**config.mk**
```make
export PLATFORM = sky130hd
export DESIGN_NAME = be_ctl_top
export DESIGN_NICKNAME = d
export VERILOG_FILES = /design/src/common/be_ctl_pkg.sv /design/src/verilog/be_ctl_top.sv /design/src/director/be_director.sv /design/src/director/fe_cmd_adapter.sv /design/src/verilog/fe_cmd_buffer.sv
export SDC_FILE = /design/constraint.sdc
export NUM_CORES = 1
export LEC_CHECK = 0
export BUFFER_PORTS_ARGS = -buffer_cell sky130_fd_sc_hd__buf_2
export CAP_MARGIN = 20
export CELL_PAD_IN_SITES_DETAIL_PLACEMENT = 1
export CELL_PAD_IN_SITES_GLOBAL_PLACEMENT = 1
export CORE_AREA = 2 2 187 189
export DETAILED_ROUTE_END_ITERATION = 8
export DIE_AREA = 0 0 189 191
export PLACE_DENSITY = 0.95
export SYNTH_ARGS = -nofsm -noshare
export SYNTH_HDL_FRONTEND = slang
export SYNTH_HIERARCHICAL = 1
export SYNTH_SLANG_ARGS = --single-unit
export TNS_END_PERCENT = 1
```
**constraint.sdc**
```tcl
create_clock -name clk_i -period 6 [get_ports clk_i]
set_input_delay 1.2 -clock clk_i [delete_from_list [all_inputs] [get_ports clk_i]]
set_output_delay 1.2 -clock clk_i [all_outputs]
set_load 0.05 [all_outputs]
```
**src/common/be_ctl_pkg.sv**
```systemverilog
package be_ctl_pkg;

   // Address and config channel widths
   localparam int VADDR_W    = 39;
   localparam int CFG_ADDR_W = 16;
   localparam int CFG_DATA_W = 32;

   // Start PC is written as a low word and a high remainder
   localparam logic [CFG_ADDR_W-1:0] CFG_START_PC_LO = 16'h0010;
   localparam logic [CFG_ADDR_W-1:0] CFG_START_PC_HI = 16'h0011;

   localparam int BR_META_W = 10;
   localparam int PTE_W     = 28;

   // Command buffer sizing
   localparam int FE_CMD_DEPTH = 2;
   localparam int FE_CMD_PTR_W = (FE_CMD_DEPTH > 1) ? $clog2(FE_CMD_DEPTH) : 1;
   localparam int FE_CMD_CNT_W = $clog2(FE_CMD_DEPTH + 1);

   // Operand word layout
   // The iTLB entry is the widest view and sets the word size
   localparam int OPERAND_W      = PTE_W;
   localparam int REDIRECT_PAD_W = OPERAND_W - 2 - BR_META_W - 2;
   localparam int ATTABOY_PAD_W  = OPERAND_W - BR_META_W;

   // Boot FSM encoding
   localparam int                      BOOT_STATE_W = 2;
   localparam logic [BOOT_STATE_W-1:0] BOOT_RESET   = 2'd0;
   localparam logic [BOOT_STATE_W-1:0] BOOT_START   = 2'd1;
   localparam logic [BOOT_STATE_W-1:0] BOOT_RUN     = 2'd2;

   typedef enum logic [2:0] {
      op_state_reset,
      op_pc_redirect,
      op_icache_fence,
      op_attaboy,
      op_itlb_fill,
      op_itlb_fence
   } fe_cmd_opcode_e;

   typedef enum logic [1:0] {
      subop_trap,
      subop_branch_mispredict
   } redirect_subop_e;

   typedef enum logic [1:0] {
      not_a_branch,
      incorrect_prediction
   } mispredict_reason_e;

   // One operand word, read according to the opcode
   typedef union packed {
      struct packed {
         redirect_subop_e           subop;
         logic [BR_META_W-1:0]      br_meta;
         mispredict_reason_e        reason;
         logic [REDIRECT_PAD_W-1:0] pad;
      } redirect;
      struct packed {
         logic [BR_META_W-1:0]     br_meta;
         logic [ATTABOY_PAD_W-1:0] pad;
      } attaboy;
      logic [PTE_W-1:0] itlb_fill_pte;
   } fe_cmd_operands_u;

   typedef struct packed {
      fe_cmd_opcode_e     opcode;
      logic [VADDR_W-1:0] vaddr;
      fe_cmd_operands_u   operands;
   } fe_cmd_s;

endpackage
```
**src/verilog/be_ctl_top.sv**
```systemverilog
module be_ctl_top
   import be_ctl_pkg::*;
(
   input  logic                  clk_i,
   input  logic                  reset_i,
   input  logic                  freeze_i,

   input  logic                  cfg_w_v_i,
   input  logic [CFG_ADDR_W-1:0] cfg_addr_i,
   input  logic [CFG_DATA_W-1:0] cfg_data_i,

   input  logic                  ex1_v_i,
   input  logic                  ex1_instr_v_i,
   input  logic [VADDR_W-1:0]    ex1_pc_i,
   input  logic                  int1_v_i,
   input  logic                  int1_btaken_i,
   input  logic [VADDR_W-1:0]    int1_br_tgt_i,
   input  logic                  int1_br_or_jmp_i,
   input  logic [BR_META_W-1:0]  br_meta_i,
   input  logic                  mem1_fencei_v_i,
   input  logic                  mem3_miss_v_i,
   input  logic [VADDR_W-1:0]    mem3_pc_i,

   input  logic                  trap_v_i,
   input  logic                  ret_v_i,
   input  logic [VADDR_W-1:0]    tvec_i,
   input  logic [VADDR_W-1:0]    epc_i,
   input  logic                  tlb_fence_i,

   input  logic                  itlb_fill_v_i,
   input  logic [VADDR_W-1:0]    itlb_fill_vaddr_i,
   input  logic [PTE_W-1:0]      itlb_fill_entry_i,

   input  logic                  fe_cmd_ready_i,

   output logic [VADDR_W-1:0]    expected_npc_o,
   output logic [VADDR_W-1:0]    pc_o,
   output logic                  flush_o,
   output fe_cmd_s               fe_cmd_o,
   output logic                  fe_cmd_v_o
);

   fe_cmd_s cmd_data;
   logic    cmd_v;
   logic    cmd_ready;

   // Director ports share names with the top, except the command side
   be_director u_director (
      .*,
      .cmd_ready_i (cmd_ready),
      .cmd_o       (cmd_data),
      .cmd_v_o     (cmd_v)
   );

   fe_cmd_buffer u_cmd_buffer (
      .clk_i          (clk_i),
      .reset_i        (reset_i),
      .cmd_i          (cmd_data),
      .cmd_v_i        (cmd_v),
      .cmd_ready_o    (cmd_ready),
      .fe_cmd_o       (fe_cmd_o),
      .fe_cmd_v_o     (fe_cmd_v_o),
      .fe_cmd_ready_i (fe_cmd_ready_i)
   );

endmodule

```
**src/director/be_director.sv**
```systemverilog
module be_director
   import be_ctl_pkg::*;
(
   input  logic                  clk_i,
   input  logic                  reset_i,
   input  logic                  freeze_i,

   input  logic                  cfg_w_v_i,
   input  logic [CFG_ADDR_W-1:0] cfg_addr_i,
   input  logic [CFG_DATA_W-1:0] cfg_data_i,

   input  logic                  ex1_v_i,
   input  logic                  ex1_instr_v_i,
   input  logic [VADDR_W-1:0]    ex1_pc_i,
   input  logic                  int1_v_i,
   input  logic                  int1_btaken_i,
   input  logic [VADDR_W-1:0]    int1_br_tgt_i,
   input  logic                  int1_br_or_jmp_i,
   input  logic [BR_META_W-1:0]  br_meta_i,
   input  logic                  mem1_fencei_v_i,
   input  logic                  mem3_miss_v_i,
   input  logic [VADDR_W-1:0]    mem3_pc_i,

   input  logic                  trap_v_i,
   input  logic                  ret_v_i,
   input  logic [VADDR_W-1:0]    tvec_i,
   input  logic [VADDR_W-1:0]    epc_i,
   input  logic                  tlb_fence_i,

   input  logic                  itlb_fill_v_i,
   input  logic [VADDR_W-1:0]    itlb_fill_vaddr_i,
   input  logic [PTE_W-1:0]      itlb_fill_entry_i,

   input  logic                  cmd_ready_i,

   output logic [VADDR_W-1:0]    expected_npc_o,
   output logic [VADDR_W-1:0]    pc_o,
   output logic                  flush_o,
   output fe_cmd_s               cmd_o,
   output logic                  cmd_v_o
);

   logic [VADDR_W-1:0] npc_r;
   logic [VADDR_W-1:0] npc_n;
   logic [VADDR_W-1:0] pc_r;
   logic [VADDR_W-1:0] npc_plus4;
   logic [VADDR_W-1:0] cfg_pc;
   logic               cfg_pc_lo_w;
   logic               cfg_pc_hi_w;
   logic               npc_w_v;
   logic               npc_mismatch;
   logic               btaken;
   logic               attaboy_pending_r;

   assign cfg_pc_lo_w = cfg_w_v_i & (cfg_addr_i == CFG_START_PC_LO);
   assign cfg_pc_hi_w = cfg_w_v_i & (cfg_addr_i == CFG_START_PC_HI);

   // Merge the written half with the half already held
   assign cfg_pc = cfg_pc_hi_w
                 ? {cfg_data_i[VADDR_W-CFG_DATA_W-1:0], npc_r[CFG_DATA_W-1:0]}
                 : {npc_r[VADDR_W-1:CFG_DATA_W], cfg_data_i};

   assign npc_plus4 = npc_r + VADDR_W'(4);
   assign btaken    = int1_v_i & int1_btaken_i;

   // Next PC candidate, highest priority first
   always_comb
   begin
      if (cfg_pc_lo_w | cfg_pc_hi_w)
         npc_n = cfg_pc;
      else if (ret_v_i)
         npc_n = epc_i;
      else if (trap_v_i)
         npc_n = {tvec_i[VADDR_W-1:2], 2'b00};
      else if (mem3_miss_v_i)
         npc_n = mem3_pc_i;
      else if (btaken)
         npc_n = int1_br_tgt_i;
      else
         npc_n = npc_plus4;
   end

   assign npc_mismatch = (npc_r != ex1_pc_i);

   // A mismatching instruction leaves the expected PC where it was
   assign npc_w_v = cfg_pc_lo_w
                  | cfg_pc_hi_w
                  | (ex1_instr_v_i & ~npc_mismatch)
                  | mem3_miss_v_i
                  | trap_v_i
                  | ret_v_i;

   always_ff @(posedge clk_i)
   begin
      if (npc_w_v)
         npc_r <= npc_n;
   end

   // PC of the instruction now retiring, used by the CSR side
   always_ff @(posedge clk_i)
   begin
      if (reset_i)
         pc_r <= '0;
      else if (npc_w_v)
         pc_r <= npc_r;
   end

   // Was the last ex1 instruction a branch or jump
   always_ff @(posedge clk_i)
   begin
      if (reset_i)
         attaboy_pending_r <= 1'b0;
      else if (ex1_v_i)
         attaboy_pending_r <= int1_br_or_jmp_i;
   end

   assign expected_npc_o = npc_r;
   assign pc_o           = pc_r;

   fe_cmd_adapter u_adapter (
      .clk_i             (clk_i),
      .reset_i           (reset_i),
      .freeze_i          (freeze_i),
      .cmd_ready_i       (cmd_ready_i),
      .npc_i             (npc_r),
      .npc_next_i        (npc_n),
      .npc_mismatch_i    (npc_mismatch),
      .attaboy_pending_i (attaboy_pending_r),
      .ex1_v_i           (ex1_v_i),
      .ex1_pc_i          (ex1_pc_i),
      .int1_br_or_jmp_i  (int1_br_or_jmp_i),
      .br_meta_i         (br_meta_i),
      .mem1_fencei_v_i   (mem1_fencei_v_i),
      .mem3_pc_i         (mem3_pc_i),
      .trap_v_i          (trap_v_i),
      .ret_v_i           (ret_v_i),
      .tlb_fence_i       (tlb_fence_i),
      .itlb_fill_v_i     (itlb_fill_v_i),
      .itlb_fill_vaddr_i (itlb_fill_vaddr_i),
      .itlb_fill_entry_i (itlb_fill_entry_i),
      .cmd_o             (cmd_o),
      .cmd_v_o           (cmd_v_o),
      .flush_o           (flush_o)
   );

endmodule

```
**src/director/fe_cmd_adapter.sv**
```systemverilog
module fe_cmd_adapter
   import be_ctl_pkg::*;
(
   input  logic                 clk_i,
   input  logic                 reset_i,
   input  logic                 freeze_i,
   input  logic                 cmd_ready_i,

   input  logic [VADDR_W-1:0]   npc_i,
   input  logic [VADDR_W-1:0]   npc_next_i,
   input  logic                 npc_mismatch_i,
   input  logic                 attaboy_pending_i,

   input  logic                 ex1_v_i,
   input  logic [VADDR_W-1:0]   ex1_pc_i,
   input  logic                 int1_br_or_jmp_i,
   input  logic [BR_META_W-1:0] br_meta_i,
   input  logic                 mem1_fencei_v_i,
   input  logic [VADDR_W-1:0]   mem3_pc_i,

   input  logic                 trap_v_i,
   input  logic                 ret_v_i,
   input  logic                 tlb_fence_i,

   input  logic                 itlb_fill_v_i,
   input  logic [VADDR_W-1:0]   itlb_fill_vaddr_i,
   input  logic [PTE_W-1:0]     itlb_fill_entry_i,

   output fe_cmd_s              cmd_o,
   output logic                 cmd_v_o,
   output logic                 flush_o
);

   logic [BOOT_STATE_W-1:0] state_r;
   logic [BOOT_STATE_W-1:0] state_n;
   logic                    cmd_found;

   // Boot sequence, one state reset to the FE after freeze drops
   always_comb
   begin
      state_n = state_r;
      case (state_r)
         BOOT_RESET: if (~freeze_i) state_n = BOOT_START;
         BOOT_START: if (cmd_v_o) state_n = BOOT_RUN;
         BOOT_RUN:   state_n = BOOT_RUN;
         default:    state_n = BOOT_RESET;
      endcase
   end

   always_ff @(posedge clk_i)
   begin
      if (reset_i)
         state_r <= BOOT_RESET;
      else
         state_r <= state_n;
   end

   // One command per cycle, highest priority first
   always_comb
   begin
      cmd_o     = '0;
      cmd_found = 1'b0;
      if (state_r == BOOT_START)
      begin
         cmd_o.opcode = op_state_reset;
         cmd_o.vaddr  = npc_i;
         cmd_found    = 1'b1;
      end
      else if (state_r == BOOT_RUN)
      begin
         cmd_found = 1'b1;
         if (itlb_fill_v_i)
         begin
            cmd_o.opcode                 = op_itlb_fill;
            cmd_o.vaddr                  = itlb_fill_vaddr_i;
            cmd_o.operands.itlb_fill_pte = itlb_fill_entry_i;
         end
         else if (tlb_fence_i)
         begin
            cmd_o.opcode = op_itlb_fence;
            cmd_o.vaddr  = mem3_pc_i;
         end
         else if (mem1_fencei_v_i)
         begin
            cmd_o.opcode = op_icache_fence;
            cmd_o.vaddr  = npc_i;
         end
         else if (trap_v_i | ret_v_i)
         begin
            // Trap and return share the trap sub-opcode
            cmd_o.opcode                    = op_pc_redirect;
            cmd_o.vaddr                     = npc_next_i;
            cmd_o.operands.redirect.subop   = subop_trap;
            cmd_o.operands.redirect.br_meta = br_meta_i;
            cmd_o.operands.redirect.reason  = not_a_branch;
         end
         else if (ex1_v_i & npc_mismatch_i)
         begin
            cmd_o.opcode                    = op_pc_redirect;
            cmd_o.vaddr                     = npc_i;
            cmd_o.operands.redirect.subop   = subop_branch_mispredict;
            cmd_o.operands.redirect.br_meta = br_meta_i;
            if (int1_br_or_jmp_i)
               cmd_o.operands.redirect.reason = incorrect_prediction;
            else
               cmd_o.operands.redirect.reason = not_a_branch;
         end
         else if (ex1_v_i & ~npc_mismatch_i & attaboy_pending_i)
         begin
            // Prediction held, confirm it to the FE
            cmd_o.opcode                   = op_attaboy;
            cmd_o.vaddr                    = ex1_pc_i;
            cmd_o.operands.attaboy.br_meta = br_meta_i;
         end
         else
            cmd_found = 1'b0;
      end
   end

   // Offered only when the buffer has room
   assign cmd_v_o = cmd_found & cmd_ready_i;

   // Mispredicts and attaboys leave the pipeline alone
   assign flush_o = (cmd_v_o
                    & (cmd_o.opcode != op_attaboy)
                    & (cmd_o.opcode != op_pc_redirect))
                  | trap_v_i;

endmodule

```
**src/verilog/fe_cmd_buffer.sv**
```systemverilog
module fe_cmd_buffer
   import be_ctl_pkg::*;
(
   input  logic    clk_i,
   input  logic    reset_i,

   input  fe_cmd_s cmd_i,
   input  logic    cmd_v_i,
   output logic    cmd_ready_o,

   output fe_cmd_s fe_cmd_o,
   output logic    fe_cmd_v_o,
   input  logic    fe_cmd_ready_i
);

   fe_cmd_s                 mem [FE_CMD_DEPTH];
   logic [FE_CMD_PTR_W-1:0] wr_ptr_r;
   logic [FE_CMD_PTR_W-1:0] rd_ptr_r;
   logic [FE_CMD_CNT_W-1:0] count_r;
   logic                    wr_en;
   logic                    rd_en;

   // Wrap at the last slot, depth need not be a power of two
   function automatic logic [FE_CMD_PTR_W-1:0] ptr_inc(input logic [FE_CMD_PTR_W-1:0] ptr);
      if (ptr == FE_CMD_PTR_W'(FE_CMD_DEPTH - 1))
         return '0;
      else
         return ptr + 1'b1;
   endfunction

   assign cmd_ready_o = (count_r != FE_CMD_CNT_W'(FE_CMD_DEPTH));
   assign fe_cmd_v_o  = (count_r != '0);

   assign wr_en = cmd_v_i & cmd_ready_o;
   assign rd_en = fe_cmd_v_o & fe_cmd_ready_i;

   // Head entry stays put until the FE takes it
   assign fe_cmd_o = mem[rd_ptr_r];

   always_ff @(posedge clk_i)
   begin
      if (wr_en)
         mem[wr_ptr_r] <= cmd_i;
   end

   always_ff @(posedge clk_i)
   begin
      if (reset_i)
      begin
         wr_ptr_r <= '0;
         rd_ptr_r <= '0;
         count_r  <= '0;
      end
      else
      begin
         if (wr_en)
            wr_ptr_r <= ptr_inc(wr_ptr_r);
         if (rd_en)
            rd_ptr_r <= ptr_inc(rd_ptr_r);
         if (wr_en & ~rd_en)
            count_r <= count_r + 1'b1;
         else if (rd_en & ~wr_en)
            count_r <= count_r - 1'b1;
      end
   end

endmodule

```
==> impl_metrics.ini, run 1 <==
[run_status]
status = completed

[synth]
yosysTopAreaCell = edfxtp_1
yosysSeqAreaShare_pct = 44.58
synth.cell_area_um2 = 14170
yosys_warnings = 6
synth_ff_type = edfxtp_1
synthTopCellsByArea = edfxtp_1 (38%), dfxtp_1 (6.6%), mux2_2 (5.9%)
synth_edf_count = 179
netlist_instances = 1364
netlist-cell-type-count = 71
yosysTopAreaCellShare_pct = 37.94
async_reset_ff_share_pct = 0
postSynthAreaPerCell_um2 = 10.39
synth_nets = 1706
ys_ff_latch = 226

[setup_path]
cp_max_fo = 52
crit_required_ns = 6.24
crit_path_end = u_cmd_buffer/mem[0][11]$_DFFE_PP_
crit_family = simple AND/OR/NAND/NOR gates
crit_cells = 13
worstSetupStartpoint = ex1_pc_i[5]
end_kind = flip-flop
r2r-start = u_director/expected_npc_o[5]$_DFFE_PP_
cp_cell_sequence = buf_2 > xor2_1 > nor4_1 > nand4_1 > nor3_1 > inv_1 > o21ai_0 > nand3_1 > a21oi_1 > nor2_1 > nand3b_1 > clkinv_2 > buf_12
reg2reg_to = u_cmd_buffer/mem[0][11]$_DFFE_PP_
start_kind = input pin
ff2ff_setup_slack_ns = 1.37
crit_buf_inv = 4
arrival_ns = 4.93
crit_slowest_cell = nor4_1
critPathKind = in2reg
ff2ff_path_depth = 12
max_stage_delay_ns = 0.60

[power_and_ir_drop]
clkPwrFrac_pct = 22.7
power.switching_uw = 3494
comb_power_share_pct = 44.7
ir_drop_mv = 0.3153
p_leak_uw = 0.007131
p_int_uw = 4260
sw_frac_of_total_pct = 45.06
p_seq_share_pct = 32.6
power_uw = 7753
power_density_nw_per_um2 = 436.0

[placed_design]
gp_congestion = 0.9113
portBuffers = 483
dp_hpwl_mm = 47.01
dpl.cell_count = 2203
placed_cell_area_um2 = 16780

[sta]
skew_ns = 0.02524
period_needed_ns = 4.687
hold_viol = 0
setup_viol = 0
slew_viol_final = 0
tns_ns = 0
fmax_mhz = 213.3
relSlewSlack_pct = 24.20
rsz0062_at_grt = false
fin_crit_sh_pct = 78.12
worstMarginPinSlew_ns = 1.135

[die]
core_um2 = 34120
die-area_um2 = 36100
floorplan.initialDensity_pct = 41.52
die_h_um = 191
die_x_um = 189
ios = 486
row_count = 68

[finish]
final_cells = 2276
syn_to_final_growth_pct = 25.51
layout-drive-gt1-share_pct = 37.13
layout_commonest_cell = buf_2
fin_area_um2 = 17780
layout_common_cells = buf_2 (483), edfxtp_1 (179), nand2b_1 (91), nand2_1 (90), mux2_2 (74)
design.final.nets = 2120

[global_routing]
grt_max_degree = 87
grt_usage_pct = 34.86
busiest_layer = met2
grt_use_met1_pct = 40.45
grt_pass1_vias = 14957
overflow = 0
grt_pass1_wl_mm = 94.47
gr-usage-met3_pct = 7.454
antenna_found_initial = 22
grt_use_met2_pct = 61.23

[clocking]
insertion_delay_ns = 0.57
cts_root_buffer = clkbuf_16
tritoncts = yes
cts_setup_buffers = 0
cts_made_buffers = 27
h-tree-depth = 1
cts_buffer_depth = 3
clk_transition_reported_paths_ns = 0.07
cts.hold.buffers_added = 0
clkSinkCount = 226
cts-resized-gates = 0

[detailed_routing]
wire_per_inst_um = 28.91
drcViolationCount = 0
drtAntennaViolNets = 0
wirelength_mm = 65.80
first_iter_violations = 1365
vias = 14315
dr.pass1.iters = 8
drt-vias-per-instance = 6.290

[min_path]
hold_path_class = reg2reg

[run]
cap_viol_max_count = 0
-- metrics by stage --
step | setup slack, ns | util, % | hold WS, ns
4_1_cts | 1.440 | 51.93 | 0.4818
2_1_floorplan | 1.770 | - | 0.4705
5_1_grt | 1.255 | 52.06 | 0.4950
6_report | 1.313 | 52.12 | 0.4821
3_5_place_dp | 0.8929 | 49.19 | 0.4704
3_3_place_gp | 1.053 | 49.19 | 0.4581
-- cells by family (layout without fill, tap and decap cells) --
kind of cell / count (synthesis) / in the layout / share of synthesized area, %
xor gates and xnor gates: 75 / 75 / 4.637
DFF: 226 / 226 / 44.58
and+or+nand+nor: 444 / 444 / 17.72
buffers and inverters: 139 / 574 / 4.698
muxes: 146 / 146 / 10.97
adders and majority gates: 6 / 6 / 0.5299
AOI/OAI and AO/OA: 328 / 328 / 16.87
other: 0 / 22 / 0
-- flip-flops by register name, summed over array words and instances, names as in the netlist, named ones only --
signal                        cells
u_cmd_buffer/count_r              2
u_cmd_buffer/mem                140
u_cmd_buffer/rd_ptr_r             1
u_cmd_buffer/wr_ptr_r             1
u_director/attaboy_pending_r      1
u_director/expected_npc_o        39
u_director/pc_o                  39
u_director/u_adapter/state_r      2
-- worst min path at each step --
stage | slack [ns] | endpoint | cells past startpoint | start
after detailed placement | 0.47 | u_director/pc_o[0]$_SDFFE_PP0P_ | 2 | u_director/pc_o[0]$_SDFFE_PP0P_
after global placement | 0.46 | u_director/pc_o[24]$_SDFFE_PP0P_ | 2 | u_director/pc_o[24]$_SDFFE_PP0P_
final | 0.48 | u_director/pc_o[20]$_SDFFE_PP0P_ | 2 | u_director/pc_o[20]$_SDFFE_PP0P_
after floorplan | 0.47 | u_cmd_buffer/count_r[1]$_SDFFE_PP0P_ | 2 | u_cmd_buffer/count_r[1]$_SDFFE_PP0P_
after CTS | 0.48 | u_director/pc_o[13]$_SDFFE_PP0P_ | 2 | u_director/pc_o[13]$_SDFFE_PP0P_
after global routing | 0.50 | u_director/pc_o[13]$_SDFFE_PP0P_ | 2 | u_director/pc_o[13]$_SDFFE_PP0P_
-- power groups by stage --
stage | Clock (uW) | Combinational (uW) | Sequential (uW)
4_1_cts | 1780 | 3430 | 2520
2_1_floorplan | 0 | 2330 | 2600
3_3_place_gp | 0 | 3310 | 2510
6_report | 1760 | 3470 | 2520
5_1_grt | 1840 | 3600 | 2560
3_5_place_dp | 0 | 3410 | 2550
-- cell usage after synthesis, drive strengths merged (7+ instances only) --
cell and number:
mux2 74, nor4 18, nand2b 91, xor2 55
a211oi 32, a221o 61, a22oi 12, mux2i 72
a32oi 7, and3 23, nand4 31, nor3 22
dfxtp 47, o21ai 57, o22ai 18, edfxtp 179
nand3 53, nand3b 10, xnor2 20, o221ai 8
a31oi 11, nand2 91, nor2b 22, a221oi 18
a21oi 66, and2 8, inv 16, nor2 53
buf 58, clkbuf 64
-- worst reg2reg max path: cells and delay by family, from the launching register on --
family	cells	cell delay, ns
AO/OA/AOI/OAI	2	0.58
XOR/XNOR	1	0.31
buffers and inverters	3	1.03
flip-flops	1	0.59
AND/OR/NAND/NOR	6	1.70
-- routing by layer --
layer | wire (um) | vias to the layer above
met5 | 27 | -
met4 | 3377 | 4
met3 | 6465 | 222
met2 | 32550 | 1011
met1 | 23380 | 7001
li1 | - | 6077
-- final cells by class --
cell class | instances | area, um^2
diodes | 22 | 55.05
clock buffers | 29 | 693.2
clock inverters | 21 | 242.7
fillers | 3935 | 16340
inverters | 17 | 65.06
multi-input cells | 999 | 7226
flip-flops and latches | 226 | 6320
well taps | 455 | 569.3
repair buffers | 507 | 2610
Power figures use the tool's default switching activity.
==> run 2: changes to the inputs <==
- CORE_AREA: 2 2 187 189 -> not set
- CORE_UTILIZATION: not set -> 35
- DIE_AREA: 0 0 189 191 -> not set
- PLACE_DENSITY: 0.95 -> 0.86
- clock period: 6 -> 4.09 ns (I/O delays scaled with it)
==> impl_metrics.ini, run 2 (synthesis results as in run 1) <==
[run_status]
status = completed

[clocking]
cts_root_buffer = clkbuf_16
insertion_delay_ns = 0.57
clk_transition_reported_paths_ns = 0.06
cts_made_buffers = 28
cts.hold.buffers_added = 0
cts_setup_buffers = 0
cts_buffer_depth = 3
tritoncts = yes
clkSinkCount = 226
cts-resized-gates = 0
h-tree-depth = 1

[setup_path]
r2r-start = u_director/expected_npc_o[16]$_DFFE_PP_
arrival_ns = 3.97
cp_max_fo = 9
ff2ff_setup_slack_ns = 0.60
worstSetupStartpoint = u_director/expected_npc_o[16]$_DFFE_PP_
end_kind = flip-flop
reg2reg_to = u_cmd_buffer/count_r[1]$_SDFFE_PP0P_
crit_required_ns = 4.57
cp_cell_sequence = xor2_1 > nor4_1 > buf_4 > nand4_1 > nor3_1 > buf_4 > inv_1 > o21ai_0 > nand3_1 > a21oi_1 > nor2_1 > and2_1 > ha_1 > or3_1 > a21oi_1
start_kind = flip-flop
max_stage_delay_ns = 0.60
crit_slowest_cell = edfxtp_1
crit_path_end = u_cmd_buffer/count_r[1]$_SDFFE_PP0P_
critPathKind = reg2reg
ff2ff_path_depth = 15

[die]
die_x_um = 203.2
die_h_um = 203.2
row_count = 73
floorplan.initialDensity_pct = 35.58
ios = 486
core_um2 = 39820
die-area_um2 = 41290

[detailed_routing]
wire_per_inst_um = 28.49
drt-vias-per-instance = 5.925
first_iter_violations = 1118
drcViolationCount = 0
wirelength_mm = 68.38
dr.pass1.iters = 5
drtAntennaViolNets = 0
vias = 14220

[run]
cap_viol_max_count = 0

[global_routing]
grt_pass1_wl_mm = 97.31
grt_max_degree = 71
antenna_found_initial = 21
grt_pass1_vias = 14495
overflow = 0
grt_usage_pct = 31.99

[finish]
layout_commonest_cell = buf_2
layout_common_cells = buf_2 (483), edfxtp_1 (179), nand2b_1 (91), nand2_1 (90), mux2_2 (74)
design.final.nets = 2177
syn_to_final_growth_pct = 29.56
largest_register_ffs = 140
regMostFlops = u_cmd_buffer/mem
fin_util_pct = 46.09
layout-drive-gt1-share_pct = 38.77

[power_and_ir_drop]
comb_power_share_pct = 46.4
p_leak_uw = 0.007426
sw_frac_of_total_pct = 44.93
p_seq_share_pct = 31.7
clkPwrFrac_pct = 21.9
power_density_nw_per_um2 = 620.1
power_uw = 11380
power.switching_uw = 5115
ir_drop_mv = 0.3835
p_int_uw = 6268

[sta]
skew_ns = 0.01615
rsz0062_at_grt = false
relSlewSlack_pct = 27.27
slew_viol_final = 0
tns_ns = 0
setup_viol = 0
fmax_mhz = 286.8
hold_viol = 0
worstMarginPinSlew_ns = 1.091
period_needed_ns = 3.487
fin_crit_sh_pct = 85.26

[placed_design]
gp_congestion = 0.9456
dp_hpwl_mm = 51.82
portBuffers = 483

[min_path]
hold_path_class = reg2reg
[run 2: cell types whose count changed in the layout (fill, tap and decap cells not counted), sizes merged]
cell	delta
buf	+56
bufinv	-4
clkbuf	+13
clkinv	-1
clkinvlp	-3
diode	-4
inv	-3
[run 2: final cells by class]
| cell class | instances | area, um^2 |
|---|---|---|
| fillers | 4624 | 21470 |
| multi-input cells | 999 | 7221 |
| inverters | 17 | 65.06 |
| diodes | 18 | 45.04 |
| well taps | 525 | 656.9 |
| repair buffers | 563 | 3131 |
| clock buffers | 42 | 837.1 |
| clock inverters | 10 | 80.08 |
| flip-flops and latches | 226 | 6320 |
[run 2: through the flow]
step,setup WS [ns],std cells,hold WS [ns],cell area (um^2)
floorplan,0.1008,1364,0.4705,14170
global placement,0.2794,2330,0.4570,17390
detailed placement,0.2392,2330,0.4661,17390
CTS,0.6345,2382,0.4784,18310
global route,0.3797,2398,0.4982,18350
finish,0.6030,2400,0.4767,18360
[run 2: worst min-delay path by stage]
stage | from | endpoint | slack (ns) | depth (start not counted)
after floorplan | u_cmd_buffer/count_r[1]$_SDFFE_PP0P_ | u_cmd_buffer/count_r[1]$_SDFFE_PP0P_ | 0.47 | 2
after global placement | u_director/pc_o[33]$_SDFFE_PP0P_ | u_director/pc_o[33]$_SDFFE_PP0P_ | 0.46 | 2
after detailed placement | u_director/pc_o[0]$_SDFFE_PP0P_ | u_director/pc_o[0]$_SDFFE_PP0P_ | 0.47 | 2
after CTS | u_director/pc_o[21]$_SDFFE_PP0P_ | u_director/pc_o[21]$_SDFFE_PP0P_ | 0.48 | 2
after global routing | u_director/pc_o[33]$_SDFFE_PP0P_ | u_director/pc_o[33]$_SDFFE_PP0P_ | 0.50 | 2
final | u_director/pc_o[22]$_SDFFE_PP0P_ | u_director/pc_o[22]$_SDFFE_PP0P_ | 0.48 | 2
[run 2: power groups by stage]
stage               clock network, uW  registers, uW  logic (uW)
finish                           2490           3610        5280
global route                     2610           3670        5500
CTS                              2530           3610        5270
detailed placement                  0           3650        5240
global placement                    0           3590        5130
floorplan                           0           3810        3420
[run 2: per-layer routing]
layer	part of all wire [%]	global-route usage, %	vias up
met5	0.045	0	-
met4	3.8	12.11	6
met3	8.1	5.561	144
met2	47	53.02	779
met1	41	41.51	7105
li1	-	-	6186
[run 2: critical path: cells and delay by family (launching register included)]
family / cells / cell delay [ns]
XOR/XNOR: 1 / 0.26
AO/OA/AOI/OAI: 3 / 0.56
AND/OR/NAND/NOR: 7 / 1.27
adder cells (fa/ha/maj): 1 / 0.33
flip-flops: 1 / 0.60
buffers and inverters: 3 / 0.40
==> run 3: changes to the inputs <==
- ABC_AREA: not set -> 1
- CORE_UTILIZATION: 35 -> 40
- PLACE_DENSITY: 0.86 -> 0.95
- clock period: 4.09 -> 4.4 ns (I/O delays scaled with it)
==> impl_metrics.ini, run 3 <==
[run_status]
status = completed

[synth]
netlist_instances = 2117
synthTopCellsByArea = edfxtp_1 (34%), nand2_1 (16%), nor2_1 (7.3%)
synth_edf_count = 179
ys_ff_latch = 226
synth_commonest_cells = nand2_1 (669), nor2_1 (306), edfxtp_1 (179), inv_1 (178), nand3_1 (131)
synth.most_common_cell = nand2_1
synth_nets = 2459
yosysSeqAreaShare_pct = 40.29
netlist-cell-type-count = 49
yosysTopAreaCell = edfxtp_1
postSynthAreaPerCell_um2 = 7.404
async_reset_ff_share_pct = 0
yosysTopAreaCellShare_pct = 34.29
synth_ff_type = edfxtp_1
synth.cell_area_um2 = 15680
yosys_warnings = 6

[placed_design]
portBuffers = 483
dp_hpwl_mm = 56.50
dpl.cell_count = 3062
dp_slack_ns = 0.2701
gp_congestion = 0.9417

[setup_path]
arrival_ns = 3.32
start_kind = flip-flop
end_kind = output port
cp_max_fo = 8
worstSetupStartpoint = u_director/expected_npc_o[12]$_DFFE_PP_
r2r-start = u_director/expected_npc_o[12]$_DFFE_PP_
crit_required_ns = 3.52
critPathKind = reg2out

[sta]
worstMarginPinSlew_ns = 1.051
hold_viol = 0
relSlewSlack_pct = 29.97
timing.final.ws_setup_ns = 0.1962
fmax_mhz = 237.9
fin_crit_sh_pct = 95.54
rsz0062_at_grt = false
slew_viol_final = 0
setup_viol = 0
period_needed_ns = 4.204
skew_ns = 0.02594

[finish]
layout-drive-gt1-share_pct = 27.68
layout_common_cells = nand2_1 (667), buf_2 (482), nor2_1 (303), edfxtp_1 (179), inv_1 (177)
syn_to_final_growth_pct = 25.97
largest_register_ffs = 140
final_cells = 3143
layout_commonest_cell = nand2_1
regMostFlops = u_cmd_buffer/mem
design.final.nets = 2918

[global_routing]
grt_max_degree = 79
grt_usage_pct = 37.42
grt_pass1_wl_mm = 110.5
antenna_found_initial = 29
grt_pass1_vias = 18239
overflow = 0

[detailed_routing]
vias = 17751
wirelength_mm = 77.11
drcViolationCount = 0
drt-vias-per-instance = 5.648
dr.pass1.iters = 5
drtAntennaViolNets = 0
first_iter_violations = 1293
wire_per_inst_um = 24.53

[die]
die-area_um2 = 39980
row_count = 72
core_um2 = 38650
ios = 486
floorplan.initialDensity_pct = 40.56
die_x_um = 200.0
die_h_um = 200.0

[min_path]
hp-start = u_cmd_buffer/rd_ptr_r$_SDFFE_PP0P_
hold_path_class = reg2reg

[clocking]
clk_transition_reported_paths_ns = 0.06
cts_root_buffer = clkbuf_16
insertion_delay_ns = 0.57
cts.hold.buffers_added = 0
cts_buffer_depth = 3
tritoncts = yes
cts_made_buffers = 28
h-tree-depth = 1
clkSinkCount = 226

[power_and_ir_drop]
ir_drop_mv = 0.3527
power_density_nw_per_um2 = 531.6
p_leak_uw = 0.009467

[run]
cap_viol_max_count = 0
[run 3: cell types whose count changed after synthesis, moves of 70 or more]
cell	before	now
mux2_4	0	70
nand3_1	53	131
mux2_2	74	1
mux2i_1	72	2
nand2b_1	91	0
nand2_1	91	669
nor2_1	53	306
inv_1	16	178
[run 3: path summary, 6_finish.rpt]
kind                                           to  slack (ns)  cells past startpoint
min                                     flip-flop        0.55                      2
max reg2reg  u_cmd_buffer/count_r[1]$_SDFFE_PP0P_        0.87                     22
min reg2reg                             flip-flop        0.55                      2
max                                       flush_o        0.20                     17
[run 3: cells by family after synthesis]
kind of cell | after synthesis | share of synthesized area (%)
AO/OA/AOI/OAI | 317 | 12.18
XOR/XNOR | 26 | 1.453
adder cells (fa/ha/maj) | 6 | 0.4789
buffers and inverters | 329 | 9.435
flip-flops | 226 | 40.29
multiplexers | 73 | 6.905
AND/OR/NAND/NOR | 1140 | 29.25
[run 3: power breakdown]
| part | internal [uW] | total, uW | switching, uW |
|---|---|---|---|
| sequential | 3010 | 3270 | 264 |
| combinational | 1370 | 4690 | 3320 |
| clock | 1540 | 2530 | 991 |
[run 3: layer usage]
| metal | up-vias | wire [um] | global-route usage, % |
|---|---|---|---|
| met5 | - | 125 | 0 |
| met4 | 18 | 3949 | 21.32 |
| met3 | 269 | 6609 | 7.594 |
| met2 | 1000 | 37580 | 64.03 |
| met1 | 8552 | 28840 | 43.58 |
| li1 | 7912 | - | - |
[run 3: cell type report]
cell class	count	area (um^2)
diodes	27	67.56
clock buffers	35	778.2
clock inverters	17	222.7
fillers	5044	18900
inverters	211	792.0
multi-input cells	1562	7929
flip-flops and latches	226	6320
well taps	518	648.1
repair buffers	547	2988
[run 3: repair_timing]
item	4_1_cts	5_1_grt
buffers inserted	0	2
resized for setup	0	1
setup endpoints to repair	0	1
[run 3: stage by stage]
step	TNS, ns	area [um^2]	hold WS, ns	util [%]	power, uW
3_5_place_dp	0	18660	0.4930	48.27	7913
4_1_cts	0	19660	0.5454	50.86	10480
5_1_grt	0	19720	0.5623	51.02	10860
2_1_floorplan	-163.61	15680	0.4645	-	6566
6_report	0	19750	0.5456	51.09	10500
3_3_place_gp	0	18660	0.4748	48.27	7721
[run 3: critical path: stages (launching register included)]
cell      delay (ns)
edfxtp_1        0.62
inv_2           0.10
nand2_1         0.09
nand2_1         0.07
inv_2           0.05
nand2_1         0.08
nor2_1          0.13
nand2_1         0.08
nor2_2          0.25
nand3_2         0.23
nand3b_4        0.23
nand2_1         0.11
nand2_1         0.06
a21oi_1         0.23
nand2_1         0.09
nand2_1         0.08
nand2_1         0.05
buf_2           0.20
